==> src/fpu_issue_defines.svh <==
// sizing macros for the floating-point issue stage
// queue depth, number of FPUs in use and the fixed FPU latency
`ifndef FPU_ISSUE_DEFINES_SVH
`define FPU_ISSUE_DEFINES_SVH

// number of issue queue slots, a power of two so slot indices wrap
`define IQ_ENTRIES 8

// number of FPUs that take work
// with 1 the selector never fills the FPU 1 issue mask
`define NUM_FPU 2

// cycles from the issue mask cycle to the result valid cycle
// the FPU also stays busy for this many cycles after it starts
`define FPU_LATENCY 2

`endif

==> src/fpu_pkg.sv <==
// types that describe FPU work
// the data word, the tag vector, the opcode enum and the operation and
// result structs that pass between the queue and the FPUs
package fpu_pkg;

	// one IEEE single-precision word
	typedef logic [31:0] fpu_word_t;

	// tag width as the dispatcher assigns it
	// the queue reuses this vector as its own tag type
	typedef logic [5:0] fpu_tag_t;

	// the sign and compare class of operations
	typedef enum logic [2:0] {
		op_fneg  = 3'd0,
		op_fabs  = 3'd1,
		op_fsgnj = 3'd2,
		op_fmin  = 3'd3,
		op_fmax  = 3'd4
	} fpu_opcode_e;

	// one operation with both source operands, 67 bits
	typedef struct packed {
		fpu_opcode_e opcode;
		fpu_word_t   a;
		fpu_word_t   b;
	} fpu_op_t;

	// what an FPU hands back, 39 bits
	typedef struct packed {
		logic      valid;
		fpu_tag_t  tag;
		fpu_word_t value;
	} fpu_result_t;

endpackage

==> src/iq_pkg.sv <==
// types that describe the issue queue
// slot mask, slot index, tag, entry kind and the dispatch struct
`include "fpu_issue_defines.svh"

package iq_pkg;

	import fpu_pkg::*;

	// one bit per queue slot
	typedef logic [`IQ_ENTRIES-1:0] iq_mask_t;

	// index of one queue slot
	typedef logic [$clog2(`IQ_ENTRIES)-1:0] iq_idx_t;

	// instruction tag from the dispatcher
	typedef fpu_tag_t iq_tag_t;

	// an entry is either real FPU work or one of the two barriers
	typedef enum logic [1:0] {
		kind_fp_op = 2'd0,
		kind_sync  = 2'd1,
		kind_fsync = 2'd2
	} iq_kind_e;

	// everything the dispatcher writes into a slot
	typedef struct packed {
		iq_kind_e kind;
		iq_tag_t  tag;
		logic     fpu0_only;
		fpu_op_t  op;
	} iq_dispatch_t;

endpackage

==> src/fpu_issue.sv <==
// FPU issue selector
// picks one ready slot for FPU 0 and a different one for FPU 1 and
// registers both one-hot masks under the clock enable
`timescale 1ns/1ps
`include "fpu_issue_defines.svh"

module fpu_issue import iq_pkg::*; (
	input  logic       clk,
	input  logic       arst_n,
	input  logic       ce,
	input  logic [1:0] allow_issue,
	input  iq_mask_t   could_issue,
	input  iq_mask_t   iq_fpu,
	input  iq_mask_t   iq_fpu0,
	input  iq_mask_t   iq_prior_sync,
	input  iq_mask_t   iq_prior_fsync,
	input  logic       fpu0_idle,
	input  logic       fpu1_idle,
	output iq_mask_t   issue0,
	output iq_mask_t   issue1
);

	iq_mask_t ready;
	iq_mask_t issue0_next;
	iq_mask_t issue1_next;

	// an entry behind any older barrier waits, whatever its kind
	assign ready = could_issue & iq_fpu & ~(iq_prior_sync | iq_prior_fsync);

	// lowest slot index wins, age does not matter here
	always_comb begin
		issue0_next = '0;
		issue1_next = '0;
		if (fpu0_idle && allow_issue[0]) begin
			for (int n = 0; n < `IQ_ENTRIES; n++) begin
				if (ready[n] && issue0_next == '0)
					issue0_next[n] = 1'b1;
			end
		end
		// FPU 1 skips fpu0_only entries and the slot FPU 0 just took
		if (fpu1_idle && allow_issue[1] && `NUM_FPU > 1) begin
			for (int n = 0; n < `IQ_ENTRIES; n++) begin
				if (ready[n] && !iq_fpu0[n] && !issue0_next[n] && issue1_next == '0)
					issue1_next[n] = 1'b1;
			end
		end
	end

	// with ce low both masks hold, the queue and FPUs ignore the repeat
	always_ff @(posedge clk or negedge arst_n) begin
		if (!arst_n) begin
			issue0 <= '0;
			issue1 <= '0;
		end else if (ce) begin
			issue0 <= issue0_next;
			issue1 <= issue1_next;
		end
	end

endmodule

==> src/fpu_issue_top.sv <==
// top of the floating-point issue stage
// issue queue, barrier scan, selector and two FPUs, plus the one-hot
// operand select from the queue slots into each FPU
`timescale 1ns/1ps
`include "fpu_issue_defines.svh"

module fpu_issue_top import fpu_pkg::*, iq_pkg::*; (
	input  logic         clk,
	input  logic         arst_n,
	input  logic         dispatch_valid,
	input  iq_dispatch_t dispatch,
	input  logic         issue_ce,
	input  logic [1:0]   fpu_enable,
	output logic         queue_full,
	output fpu_result_t  result0,
	output fpu_result_t  result1
);

	iq_mask_t could_issue;
	iq_mask_t iq_fpu;
	iq_mask_t iq_fpu0;
	iq_mask_t iq_valid;
	iq_mask_t iq_sync;
	iq_mask_t iq_fsync;
	iq_mask_t iq_prior_sync;
	iq_mask_t iq_prior_fsync;
	iq_mask_t issue0;
	iq_mask_t issue1;
	iq_idx_t  head;
	fpu_op_t  slot_op [`IQ_ENTRIES];
	iq_tag_t  slot_tag [`IQ_ENTRIES];
	fpu_op_t  op0;
	fpu_op_t  op1;
	iq_tag_t  tag0;
	iq_tag_t  tag1;
	logic     start0;
	logic     start1;
	logic     fpu0_idle;
	logic     fpu1_idle;

	// a held mask points at a slot already freed, so it starts nothing
	assign start0 = |(issue0 & iq_valid);
	assign start1 = |(issue1 & iq_valid);

	// the masks are one-hot, so the last match is the only match
	always_comb begin
		op0 = '0;
		op1 = '0;
		tag0 = '0;
		tag1 = '0;
		for (int i = 0; i < `IQ_ENTRIES; i++) begin
			if (issue0[i]) begin
				op0 = slot_op[i];
				tag0 = slot_tag[i];
			end
			if (issue1[i]) begin
				op1 = slot_op[i];
				tag1 = slot_tag[i];
			end
		end
	end

	issue_queue u_queue (
		.clk            (clk),
		.arst_n         (arst_n),
		.dispatch_valid (dispatch_valid),
		.dispatch       (dispatch),
		.issue0         (issue0),
		.issue1         (issue1),
		.fpu_all_idle   (fpu0_idle && fpu1_idle),
		.could_issue    (could_issue),
		.iq_fpu         (iq_fpu),
		.iq_fpu0        (iq_fpu0),
		.iq_valid       (iq_valid),
		.iq_sync        (iq_sync),
		.iq_fsync       (iq_fsync),
		.head           (head),
		.slot_op        (slot_op),
		.slot_tag       (slot_tag),
		.queue_full     (queue_full)
	);

	iq_sync_scan u_scan (
		.iq_valid       (iq_valid),
		.iq_sync        (iq_sync),
		.iq_fsync       (iq_fsync),
		.head           (head),
		.iq_prior_sync  (iq_prior_sync),
		.iq_prior_fsync (iq_prior_fsync)
	);

	fpu_issue u_issue (
		.clk            (clk),
		.arst_n         (arst_n),
		.ce             (issue_ce),
		.allow_issue    (fpu_enable),
		.could_issue    (could_issue),
		.iq_fpu         (iq_fpu),
		.iq_fpu0        (iq_fpu0),
		.iq_prior_sync  (iq_prior_sync),
		.iq_prior_fsync (iq_prior_fsync),
		.fpu0_idle      (fpu0_idle),
		.fpu1_idle      (fpu1_idle),
		.issue0         (issue0),
		.issue1         (issue1)
	);

	fpu_unit u_fpu0 (
		.clk    (clk),
		.arst_n (arst_n),
		.start  (start0),
		.op     (op0),
		.tag    (tag0),
		.idle   (fpu0_idle),
		.result (result0)
	);

	fpu_unit u_fpu1 (
		.clk    (clk),
		.arst_n (arst_n),
		.start  (start1),
		.op     (op1),
		.tag    (tag1),
		.idle   (fpu1_idle),
		.result (result1)
	);

endmodule

==> src/fpu_unit.sv <==
// one fixed-latency FPU
// sign and compare datapath, a shift pipeline for valid, tag and value,
// and the idle flag used by the selector and the fsync barrier
`timescale 1ns/1ps
`include "fpu_issue_defines.svh"

module fpu_unit import fpu_pkg::*, iq_pkg::*; (
	input  logic        clk,
	input  logic        arst_n,
	input  logic        start,
	input  fpu_op_t     op,
	input  iq_tag_t     tag,
	output logic        idle,
	output fpu_result_t result
);

	localparam fpu_word_t canonical_nan = 32'h7fc0_0000;

	logic [`FPU_LATENCY-1:0] vld_pipe;
	iq_tag_t                 tag_pipe [`FPU_LATENCY];
	fpu_word_t               val_pipe [`FPU_LATENCY];
	fpu_word_t               value;

	// all-ones exponent with a nonzero fraction
	function automatic logic is_nan(input fpu_word_t w);
		return (w[30:23] == 8'hff) && (w[22:0] != '0);
	endfunction

	// sign-magnitude order, so -0 sorts below +0
	function automatic logic less_than(input fpu_word_t a, input fpu_word_t b);
		if (a[31] != b[31])
			return a[31];
		if (a[31])
			return a[30:0] > b[30:0];
		return a[30:0] < b[30:0];
	endfunction

	always_comb begin
		logic a_lt_b;
		a_lt_b = less_than(op.a, op.b);
		case (op.opcode)
			op_fneg:  value = {~op.a[31], op.a[30:0]};
			op_fabs:  value = {1'b0, op.a[30:0]};
			op_fsgnj: value = {op.b[31], op.a[30:0]};
			op_fmin, op_fmax: begin
				// a single NaN input loses to the number
				if (is_nan(op.a) && is_nan(op.b))
					value = canonical_nan;
				else if (is_nan(op.a))
					value = op.b;
				else if (is_nan(op.b))
					value = op.a;
				else if ((op.opcode == op_fmin) == a_lt_b)
					value = op.a;
				else
					value = op.b;
			end
			default:  value = canonical_nan;
		endcase
	end

	// =========================================================================
	// latency pipeline
	// =========================================================================

	always_ff @(posedge clk or negedge arst_n) begin
		if (!arst_n) begin
			vld_pipe <= '0;
		end else begin
			vld_pipe[0] <= start;
			for (int i = 1; i < `FPU_LATENCY; i++)
				vld_pipe[i] <= vld_pipe[i-1];
		end
	end

	always_ff @(posedge clk) begin
		tag_pipe[0] <= tag;
		val_pipe[0] <= value;
		for (int i = 1; i < `FPU_LATENCY; i++) begin
			tag_pipe[i] <= tag_pipe[i-1];
			val_pipe[i] <= val_pipe[i-1];
		end
	end

	// busy while any stage holds work, start counts too so one pick per op
	assign idle = !(|vld_pipe) && !start;

	assign result.valid = vld_pipe[`FPU_LATENCY-1];
	assign result.tag = tag_pipe[`FPU_LATENCY-1];
	assign result.value = val_pipe[`FPU_LATENCY-1];

endmodule

==> src/iq_sync_scan.sv <==
// barrier scan for the issue queue
// walks the slots in age order from the head and flags every slot that
// has an older valid sync or fsync in front of it
`timescale 1ns/1ps
`include "fpu_issue_defines.svh"

module iq_sync_scan import iq_pkg::*; (
	input  iq_mask_t iq_valid,
	input  iq_mask_t iq_sync,
	input  iq_mask_t iq_fsync,
	input  iq_idx_t  head,
	output iq_mask_t iq_prior_sync,
	output iq_mask_t iq_prior_fsync
);

	// prefix OR in ring order, the head itself never sees a prior barrier
	always_comb begin
		iq_idx_t idx;
		logic    seen_sync;
		logic    seen_fsync;
		iq_prior_sync = '0;
		iq_prior_fsync = '0;
		seen_sync = 1'b0;
		seen_fsync = 1'b0;
		for (int k = 0; k < `IQ_ENTRIES; k++) begin
			idx = head + iq_idx_t'(k);
			// a slot's flag only covers entries strictly older than it
			iq_prior_sync[idx] = seen_sync;
			iq_prior_fsync[idx] = seen_fsync;
			// holes left by issued entries do not block anything
			if (iq_valid[idx]) begin
				seen_sync = seen_sync | iq_sync[idx];
				seen_fsync = seen_fsync | iq_fsync[idx];
			end
		end
	end

endmodule

==> src/issue_queue.sv <==
// floating-point issue queue
// slot storage, allocation at the tail, freeing of issued slots,
// retirement of barriers at the head and the per-slot status masks
`timescale 1ns/1ps
`include "fpu_issue_defines.svh"

module issue_queue import fpu_pkg::*, iq_pkg::*; (
	input  logic         clk,
	input  logic         arst_n,
	input  logic         dispatch_valid,
	input  iq_dispatch_t dispatch,
	input  iq_mask_t     issue0,
	input  iq_mask_t     issue1,
	input  logic         fpu_all_idle,
	output iq_mask_t     could_issue,
	output iq_mask_t     iq_fpu,
	output iq_mask_t     iq_fpu0,
	output iq_mask_t     iq_valid,
	output iq_mask_t     iq_sync,
	output iq_mask_t     iq_fsync,
	output iq_idx_t      head,
	output fpu_op_t      slot_op [`IQ_ENTRIES],
	output iq_tag_t      slot_tag [`IQ_ENTRIES],
	output logic         queue_full
);

	// one extra bit over the index, since at most IQ_ENTRIES dispatches
	// separate the oldest live entry from the sequence counter
	localparam int seq_w = $clog2(`IQ_ENTRIES) + 1;

	iq_mask_t         slot_valid;
	iq_mask_t         slot_issued;
	iq_mask_t         slot_fpu0;
	iq_kind_e         slot_kind [`IQ_ENTRIES];
	logic [seq_w-1:0] slot_seq [`IQ_ENTRIES];
	logic [seq_w-1:0] seq_ctr;
	iq_idx_t          tail;
	iq_idx_t          alloc_idx;
	logic             alloc_ok;
	logic             do_alloc;
	iq_mask_t         retire;
	iq_mask_t         in_issue;

	// =========================================================================
	// head and allocation
	// =========================================================================

	// the head is the valid slot with the largest age, counted as the
	// distance from its sequence number to the next one to hand out
	always_comb begin
		logic [seq_w-1:0] age;
		logic [seq_w-1:0] best_age;
		logic             found;
		head = tail;
		best_age = '0;
		found = 1'b0;
		for (int i = 0; i < `IQ_ENTRIES; i++) begin
			age = seq_ctr - slot_seq[i];
			if (slot_valid[i] && (!found || age > best_age)) begin
				head = iq_idx_t'(i);
				best_age = age;
				found = 1'b1;
			end
		end
	end

	// search forward from the tail for a slot that is empty and not still
	// named by a held issue mask
	// the search stops at the head so ring order from the head stays age order
	always_comb begin
		iq_idx_t idx;
		logic    stop;
		alloc_ok = 1'b0;
		alloc_idx = tail;
		stop = 1'b0;
		for (int k = 0; k < `IQ_ENTRIES; k++) begin
			idx = tail + iq_idx_t'(k);
			if (|slot_valid && idx == head)
				stop = 1'b1;
			if (!stop && !alloc_ok && !slot_valid[idx] && !slot_issued[idx]) begin
				alloc_ok = 1'b1;
				alloc_idx = idx;
			end
		end
	end

	assign queue_full = !alloc_ok;
	assign do_alloc = dispatch_valid && alloc_ok;

	// a sync leaves as soon as it is the oldest entry
	// an fsync also waits for both FPUs to drain
	always_comb begin
		retire = '0;
		if (slot_valid[head]) begin
			if (slot_kind[head] == kind_sync)
				retire[head] = 1'b1;
			if (slot_kind[head] == kind_fsync && fpu_all_idle)
				retire[head] = 1'b1;
		end
	end

	// =========================================================================
	// status masks
	// =========================================================================

	assign in_issue = issue0 | issue1;
	assign iq_valid = slot_valid;
	assign iq_fpu0 = slot_valid & slot_fpu0;

	always_comb begin
		for (int i = 0; i < `IQ_ENTRIES; i++) begin
			iq_fpu[i] = slot_valid[i] && slot_kind[i] == kind_fp_op;
			iq_sync[i] = slot_valid[i] && slot_kind[i] == kind_sync;
			iq_fsync[i] = slot_valid[i] && slot_kind[i] == kind_fsync;
		end
	end

	// a slot named by this cycle's masks is already on its way to an FPU
	assign could_issue = iq_fpu & ~in_issue;

	// =========================================================================
	// state update
	// =========================================================================

	always_ff @(posedge clk or negedge arst_n) begin
		if (!arst_n) begin
			slot_valid <= '0;
			slot_issued <= '0;
			tail <= '0;
			seq_ctr <= '0;
		end else begin
			// the issued flag is set on the first mask cycle and kept until
			// the mask lets go, so a held mask never frees a later entry
			slot_issued <= in_issue & (slot_issued | slot_valid);
			slot_valid <= slot_valid & ~in_issue & ~retire;
			if (do_alloc) begin
				slot_valid[alloc_idx] <= 1'b1;
				tail <= alloc_idx + iq_idx_t'(1);
				seq_ctr <= seq_ctr + 1'b1;
			end
		end
	end

	// slot payload is only read while the slot is valid
	always_ff @(posedge clk) begin
		if (do_alloc) begin
			slot_kind[alloc_idx] <= dispatch.kind;
			slot_tag[alloc_idx] <= dispatch.tag;
			slot_fpu0[alloc_idx] <= dispatch.fpu0_only;
			slot_op[alloc_idx] <= dispatch.op;
			slot_seq[alloc_idx] <= seq_ctr;
		end
	end

endmodule

==> config.mk <==
export PLATFORM = sky130hd
export DESIGN_NAME = fpu_issue_top
export DESIGN_NICKNAME = d
export VERILOG_FILES = /design/src/fpu_pkg.sv /design/src/iq_pkg.sv /design/src/fpu_issue.sv /design/src/fpu_issue_top.sv /design/src/fpu_unit.sv /design/src/iq_sync_scan.sv /design/src/issue_queue.sv
export VERILOG_INCLUDE_DIRS = /design/src
export SDC_FILE = /design/constraint.sdc
export NUM_CORES = 2
export LEC_CHECK = 0
export BUFFER_PORTS_ARGS = -buffer_cell sky130_fd_sc_hd__buf_4
export CAP_MARGIN = 25
export CORE_MARGIN = 4
export CORE_UTILIZATION = 43
export CTS_BUF_LIST = sky130_fd_sc_hd__clkbuf_8
export CTS_CLUSTER_SIZE = 14
export DETAILED_ROUTE_END_ITERATION = 10
export PLACE_DENSITY_LB_ADDON = 0.05
export SYNTH_ARGS = -nofsm -noshare
export SYNTH_HDL_FRONTEND = slang
export SYNTH_SLANG_ARGS = --single-unit
==> constraint.sdc <==
create_clock -name clk -period 48.9 [get_ports clk]
set_clock_uncertainty 0.1 [all_clocks]
set_input_delay 4.89 -clock clk [delete_from_list [all_inputs] [get_ports clk]]
set_output_delay 4.89 -clock clk [all_outputs]
set_load 0.1 [all_outputs]
==> out/metrics.yaml <==
detailed_routing:
  wl_per_cell_um: 26.42
  antenna_left: 0
  vias_per_cell: 6.047
  drt_iter0_drc: 4019
  vias: 32990
  dr.pass1.iters: 6
  drt_wl_total_um: 144100
  drc: 0
synth:
  synthCells: 4003
  synth.top_cell.area_share_pct: 45.16
  synthArstFlopShare_pct: 5.150
  synth_xor_area_share_pct: 0.8762
  ys_seq_area_share_pct: 54.84
  synth-compound-area-share_pct: 17.66
  synth.area.mux_share_pct: 4.772
  avgSynthCellArea_um2: 10.63
  synth.largest_area_cell: "edfxtp_1"
  synthesis.nets: 4216
  synth_edf_count: 640
  synth_top_family_by_area: "compound AO/OA/AOI/OAI gates"
  yosysUniqueCellTypes: 110
  synth_ff_type: "edfxtp_1"
  netlist_area_um2: 42560
  ys_ff_latch: 835
  yosys.area_share.simple_pct: 12.90
  ys_top_cells_by_area: "edfxtp_1, dfxtp_1, nand2_1"
  yosysWarnings: 0
  yosys.area_share.adder_pct: 3.993
setup_path:
  crit_family: "compound AO/OA/AOI/OAI gates"
  worstSetupPathType: "reg2out"
  crit_slowest_cell: "nor3_2"
  endpoint_kind: "output port"
  cpPeakStageDelay_ns: 0.80
  critPathLaunchType: "register"
  cp_max_fo: 25
  arrival_ns: 15.22
  critPathRequiredTime_ns: 43.91
  critPathMostFrequentCell: "ha_1"
  critPathBufInv: 6
cts:
  htreeDepth: 4
  cts_tree: "yes"
  clkSinkCount: 835
  clk_latency_ns: 0.85
  cts_made_buffers: 148
  postCtsSetupRepairBufs: 0
  cts_resized: 0
  clk_pin_slew_worst_paths_ns: 0.07
  cts_hold_buf: 0
  clockRootBuffer: "clkbuf_8"
  cts.path.max_buffers: 3
sta:
  post-route-period-util_pct: 41.33
  setup_viol: 0
  rsz0062_at_grt: "false"
  tightest_slew_ns: 1.096
  tns_ns: 0
  relSlewSlack_pct: 26.15
  max_freq_mhz: 49.48
  min_period_ns: 20.21
  slew_violations: 0
  hold_viol_final: 0
placed_design:
  dp_cells: 5175
  dpl_cell_area_um2: 44360
  port_buffers: 160
  place.gp.congestion: 0.9394
  dp_hpwl_um: 96150
die:
  die_x_um: 322.6
  start_util_pct: 43.30
  core_area_um2: 98280
  die_area_um2: 104100
  chipHeight_um: 322.6
  std_cell_rows: 115
  pin_count: 161
cells_and_area:
  fill_cells: 9149
  multi_input_area_um2: 17190
  final_cell_area_um2: 47230
  drive_gt1_share_pct: 12.89
  instances_no_fill: 5455
  regArea_um2: 23390
  synthToLayoutAreaGrowth_pct: 10.98
  num-nets-final: 4253
global_routing:
  grt_pass1_vias: 31140
  grt_usage_pct: 27.17
  grt_antenna_before_repair: 19
  grt_max_degree: 76
  overflow: 0
  grt_pass1_wl_um: 209500
flow_run:
  max-cap-violations: 0
outcome:
  outcome: "finished clean"
min_path:
  hp-class: "reg2reg"
[final timing paths]
check / cells past startpoint / to / startpoint / slack (ns)
worst max register to register: 61 / u_queue.slot_op[458]$_DFFE_PP_ / u_queue.seq_ctr[0]$_DFFE_PN0P_ / 31.53
worst min register to register: 0 / u_fpu1.tag_pipe[0][10]$_DFF_P_ / u_fpu1.tag_pipe[0][4]$_DFF_P_ / 0.22
max in group asynchronous: 1 / u_issue.issue1[1]$_DFFE_PN0P_ / arst_n / 44.15
worst max-delay path: 56 / queue_full / u_queue.seq_ctr[0]$_DFFE_PN0P_ / 28.69
min in group asynchronous: 1 / u_fpu0.vld_pipe[0]$_DFF_PN0_ / arst_n / 4.00
worst min-delay path: 0 / u_fpu1.tag_pipe[0][10]$_DFF_P_ / u_fpu1.tag_pipe[0][4]$_DFF_P_ / 0.22
[synth_stat cells (all sizes together) (26+ instances only)]
cell	number
dfxtp	152
nor3	80
o21ai	317
inv	117
nand3	35
nand4	44
dfrtp	43
a21oi	352
a211oi	29
ha	123
o211ai	64
nand3b	80
o311ai	45
a221oi	75
xnor2	31
a21o	40
clkbuf	199
nor2	345
a311oi	26
o22ai	38
edfxtp	640
mux2i	178
buf	146
nand2	483
[sequential cells by signal (all words and copies together) (netlist names), 12 cells and up]
signal	cells
u_fpu0.tag_pipe	12
u_fpu0.val_pipe	64
u_fpu1.tag_pipe	12
u_fpu1.val_pipe	64
u_queue.slot_kind	16
u_queue.slot_op	536
u_queue.slot_seq	32
u_queue.slot_tag	48
[per-layer routing]
metal | vias to the layer above | global-route usage [%] | wire length [um]
li1 | 14960 | - | -
met1 | 16370 | 40.42 | 65570
met2 | 1459 | 40.70 | 63200
met3 | 197 | 4.888 | 12450
met4 | 6 | 7.705 | 2889
met5 | - | 0 | 40
[logic make-up after synthesis]
group / after synthesis
AOI/OAI and AO/OA: 1156
and+or+nand+nor: 1183
xor gates and xnor gates: 40
DFF: 835
buffers and inverters: 464
adders and majority gates: 131
muxes: 194
[cells in the final DEF, fill, tap and decap left out, types with 152 or more instances in the layout]
master and instances:
edfxtp_1 640, nand2_1 479, a21oi_1 347, nor2_1 335, o21ai_0 309, buf_4 229
mux2i_1 177, clkbuf_8 163, inv_1 162, dfxtp_1 152
[cell type report]
| type | count | area share, % |
|---|---|---|
| timing repair buffer | 232 | 3.751 |
| clock inverter | 106 | 1.171 |
| clock buffer | 163 | 4.750 |
| sequential | 835 | 49.52 |
| antenna | 9 | 0.04768 |
| multi-input combinational | 2704 | 36.39 |
| tap | 1287 | 3.409 |
| inverter | 119 | 0.9563 |
[metrics by stage]
| step | hold WS [ns] | setup slack (ns) | util, % |
|---|---|---|---|
| final | 0.2194 | 28.69 | 48.06 |
| after global routing | 0.2219 | 27.43 | 48.05 |
| after CTS | 0.2198 | 28.71 | 47.99 |
| after detailed placement | 0.2121 | 29.68 | 45.14 |
| after global placement | 0.2111 | 30.00 | 45.14 |
| after floorplan | 0.2096 | 31.33 | - |
Power is not shown: default switching activity piles up to over one toggle a cycle in this logic, so the estimate is an artifact.
